**src/hw/xr_pkg.sv**
```systemverilog
/*
 * XR memory block shared definitions
 *   word and address types
 *   base addresses of the XR memory regions
 *   host request struct
 */

package xr_pkg;

    // one data word on every XR port
    typedef logic [15:0] word_t;

    // one XR address
    typedef logic [15:0] addr_t;

    // region bases, a region is chosen by address bits 15..13
    // anything with bit 15 clear is a control register
    localparam addr_t XR_COLOR_MEM  = 16'h8000;
    localparam addr_t XR_TILE_MEM   = 16'hA000;
    localparam addr_t XR_COPPER_MEM = 16'hC000;

    // host request, held by the host until acknowledged
    typedef struct packed {
        // 1 for write, 0 for read
        logic  wr;
        addr_t addr;
        // write data, ignored on reads
        word_t data;
    } xr_req_t;

endpackage
```
**src/hw/xr_ctrl_regs.sv**
```systemverilog
/*
 * XR control registers
 *   eight word registers on the XR register bus
 *   synchronous write, combinational read
 *   addresses 8..127 read zero and ignore writes
 */

`timescale 1ns/10ps

module xr_ctrl_regs (
    input  logic          clk,
    input  logic          reset_i,
    input  logic          xreg_wr_i,
    input  logic [6:0]    xreg_addr_i,
    input  xr_pkg::word_t xreg_data_i,
    output xr_pkg::word_t xreg_data_o
);

    localparam int NUM_REGS = 8;

    xr_pkg::word_t regs [NUM_REGS];

    // only the low eight addresses are backed by storage
    logic addr_valid;
    logic [2:0] reg_idx;

    assign addr_valid = (xreg_addr_i[6:3] == 4'h0);
    assign reg_idx    = xreg_addr_i[2:0];

    always_ff @(posedge clk) begin
        if (reset_i) begin
            for (int i = 0; i < NUM_REGS; i++) begin
                regs[i] <= '0;
            end
        end else if (xreg_wr_i && addr_valid) begin
            regs[reg_idx] <= xreg_data_i;
        end
    end

    // read mux, unmapped addresses return zero
    always_comb begin
        xreg_data_o = '0;
        if (addr_valid) begin
            xreg_data_o = regs[reg_idx];
        end
    end

endmodule

```
**config.mk**
```make
export PLATFORM = sky130hd
export DESIGN_NAME = xr_ctrl_regs
export DESIGN_NICKNAME = d
export VERILOG_FILES = /design/src/hw/xr_pkg.sv /design/src/hw/xr_ctrl_regs.sv
export SDC_FILE = /design/constraint.sdc
export NUM_CORES = 1
export LEC_CHECK = 0
export BUFFER_PORTS_ARGS = -buffer_cell sky130_fd_sc_hd__buf_2
export CAP_MARGIN = 30
export CORE_MARGIN = 2
export CORE_UTILIZATION = 65
export DETAILED_ROUTE_END_ITERATION = 6
export GPL_TIMING_DRIVEN = 0
export PLACE_DENSITY_LB_ADDON = 0.3
export SETUP_SLACK_MARGIN = 0.5
export SLEW_MARGIN = 15
export SYNTH_ARGS = -nofsm -noshare
export SYNTH_HDL_FRONTEND = slang
export SYNTH_SLANG_ARGS = --single-unit
```
**constraint.sdc**
```tcl
create_clock -name clk -period 5.2 [get_ports clk]
set_input_delay 1.04 -clock clk [delete_from_list [all_inputs] [get_ports clk]]
set_output_delay 1.04 -clock clk [all_outputs]
set_load 0.05 [all_outputs]
```
==> summary.md <==
| Metric | Value |
|---|---|
| Slew @ Worst Pin | 0.842 ns |
| Total GRT Usage | 0.360 |
| Most frequent cells in the layout | nor2_1 (129), edfxtp_1 (128), buf_2 (42) |
| RSZ-0062 raised after global routing | false |
| Vias per cell | 6.93 |
| Register area share after synthesis | 0.662 |
| DRT iter0 DRCs | 623 |
| Die Footprint | 0.00971 mm^2 |
| Buf/Inv on CP | 4 |
| Slew HR | 0.439 |
| CP most frequent cell | buf_2 |
| Status | complete, no violations |
| Register area | 0.00384 mm^2 |
| GR met2 Demand/Resource | 0.560 |
| Post-layout min period | 4.43 ns |
| Pwr Density | 372 mW/mm^2 |
| Commonest non-fill, non-tap cell in the layout | nor2_1 |
| GRT Max-Usage Layer | met2 |
| Slew Limit Fails | 0 |
| Gp weighted congestion | 0.928 |
| Multi-input gate area | 0.00175 mm^2 |
| Nets | 558 |
| #FFs+latches synth | 128 |
| ANT cells | 0 |
| Pint | 1.92 mW |
| Initial Util | 0.669 |
| Fraction of power spent switching nets | 0.238 |
| Die span in x | 98.5 um |
| Hold-fix buffers, CTS | 0 |
| Max_cap viols | 0 |
| Setup_tns | 0 ns |
| Max rail drop VDD | 0.000278 V |
| Reg power frac | 0.477 |
| WS Path Type | input port to output port |
| WP data arrival | 3.39 ns |
| Routed len/inst | 26.0 um |
| First-pass GRT wire length | 25,100 um |
| Cts bufs inserted | 17 |
| Distinct cells, synth | 28 |
| Port Buffer Count | 38 |
| Mapped Cells | 469 |
| # rows | 34 |
| Area Overhead vs Synth | 16.6% |
| Post-CTS sizing | 0 |
| Fraction of power consumed by combinational cells | 0.075 |
| Max reg flops | 128 |
| Grt met3 use | 0.0979 |
| Pre-antenna DRT Iters | 6 |
| Finished layout cell area | 0.00677 mm^2 |
| CTS tree | yes |
| Critical path endpoint category | output port |
| Top Registers | regs x128 |
| Vias in the first global route | 4,496 |
| Net Switching | 600 uW |
| Largest Register | regs |
| Final hold viol count | 0 |
| Fin crit share | 0.852 |
| Cell breakdown of the critical path | buf_2, buf_1, clkbuf_1, a21oi_1, a31oi_1, buf_2 |
| CTS clk-pin slew, worst paths | 0.06 ns |
| Critical path peak fanout | 10 |
| DP HPWL | 10,300 um |
| Clock network fraction of total power | 0.448 |
| Max stage delay on crit path | 0.68 ns |
| Post-Syn Area | 0.00581 mm^2 |
| FMAX | 0.226 GHz |
| Layout cells sized above 1 | 0.208 |
| Overflow after GRT | 0 |
| Antenna viol nets, final | 0 |
| Root buf cell | clkbuf_8 |
| Largest net degree at the start of global routing | 17 |
| Syn Nets | 495 |
| CP delay by family, top | buffers and inverters |
| DP Area | 0.00621 mm^2 |
| # setup viols final | 0 |
| Req. time, crit path | 4.16 ns |
| Leakage | 2.40 nW |
| Chip height | 98.5 um |
| Postcts setup bufs | 0 |
| Htree depth | 4 |
| Residual DRC | 0 |
| Worst hold path type | input port to flop |
| Initial antenna violation count | 0 |
| I/O pin count | 42 |
| CTS max path bufs | 2 |
| Core area | 0.00868 mm^2 |
| Met1 GRT Util | 0.480 |
| Worst setup SP type | input port |
| Fill cells | 536 |
| Syn Area/Cell | 12.4 um^2 |
| Clock tree sinks | 128 |
| Critical-path top delay cell | buf_1 |
| Via count | 4,517 |
| Warnings from Yosys | 0 |
| Drt total wl | 17,000 um |
[synth_stat cells]
cell type,instances,area [um^2]
edfxtp_1,128,3840
buf_6,12,135
mux2i_1,19,190
a31o_2,4,35.0
or2_2,5,31.3
buf_1,3,11.3
nand2_4,4,45.0
nand2_1,16,60.1
and2_1,2,12.5
o21a_1,6,45.0
a31oi_1,5,31.3
nand2b_1,18,113
buf_2,3,15.0
clkbuf_1,19,71.3
o22ai_1,9,56.3
mux4_2,2,45.0
or4_4,1,11.3
nor2b_1,4,25.0
a22oi_1,16,120
nor4_1,1,6.26
nor3b_4,1,18.8
a22o_1,9,78.8
nor2_2,2,12.5
a221oi_1,12,105
o21bai_1,4,30.0
nor2_1,129,484
a21oi_1,25,125
nand3_1,10,50.1
[cell families after synthesis]
group           synth area share
mux                       0.0405
flops                      0.662
simple gates               0.150
buf+inv                   0.0401
compound gates             0.108
[worst min-delay path, delay by kind of cell]
kind                   cells  cell delay (ns)
and+or+nand+nor            2             0.19
buffers and inverters      1             0.09
[through the flow]
| stage | utilization | cells | hold WS (ns) | total power, mW | setup slack [ns] |
|---|---|---|---|---|---|
| 6_report | 0.781 | 652 | 0.897 | 2.52 | 0.772 |
| 5_1_grt | 0.781 | 652 | 0.917 | 2.56 | 0.782 |
| 4_1_cts | 0.780 | 651 | 0.900 | 2.50 | 0.900 |
| 3_5_place_dp | 0.716 | 620 | 1.43 | 1.40 | 0.887 |
| 3_3_place_gp | 0.707 | 615 | 1.42 | 1.39 | 0.873 |
| 2_1_floorplan | - | 469 | 1.30 | 1.33 | 1.28 |
[final cells by class]
| cell class | count | area share |
|---|---|---|
| buffer | 37 | 0.0344 |
| clock buffer | 17 | 0.0611 |
| clock inverter | 14 | 0.0211 |
| multi-input combinational | 304 | 0.258 |
| sequential | 128 | 0.567 |
| tap | 108 | 0.0199 |
| timing repair buffer | 44 | 0.0382 |
[path summary, 6_finish.rpt]
path | start | end | slack, ns | cells past startpoint
worst max-delay path | xreg_addr_i[1] | xreg_data_o[6] | 0.77 | 6
worst min-delay path | xreg_data_i[6] | regs[4][6] | 0.90 | 3
[layer usage]
layer | wire (um) | vias to the layer above | part of all wire
met5 | 0 | - | 0
met4 | 691 | 0 | 0.041
met3 | 2410 | 80 | 0.14
met2 | 7970 | 426 | 0.47
met1 | 5900 | 2163 | 0.35
li1 | - | 1848 | -
[power by group through the flow]
stage          Clock (mW)  Combinational (mW)  Sequential, mW
6_report             1.13               0.189            1.20
5_1_grt              1.15               0.197            1.21
4_1_cts              1.11               0.182            1.20
3_5_place_dp            0               0.180            1.22
3_3_place_gp            0               0.168            1.22
2_1_floorplan           0               0.114            1.22
No activity file was read; power rests on OpenSTA's default activity.
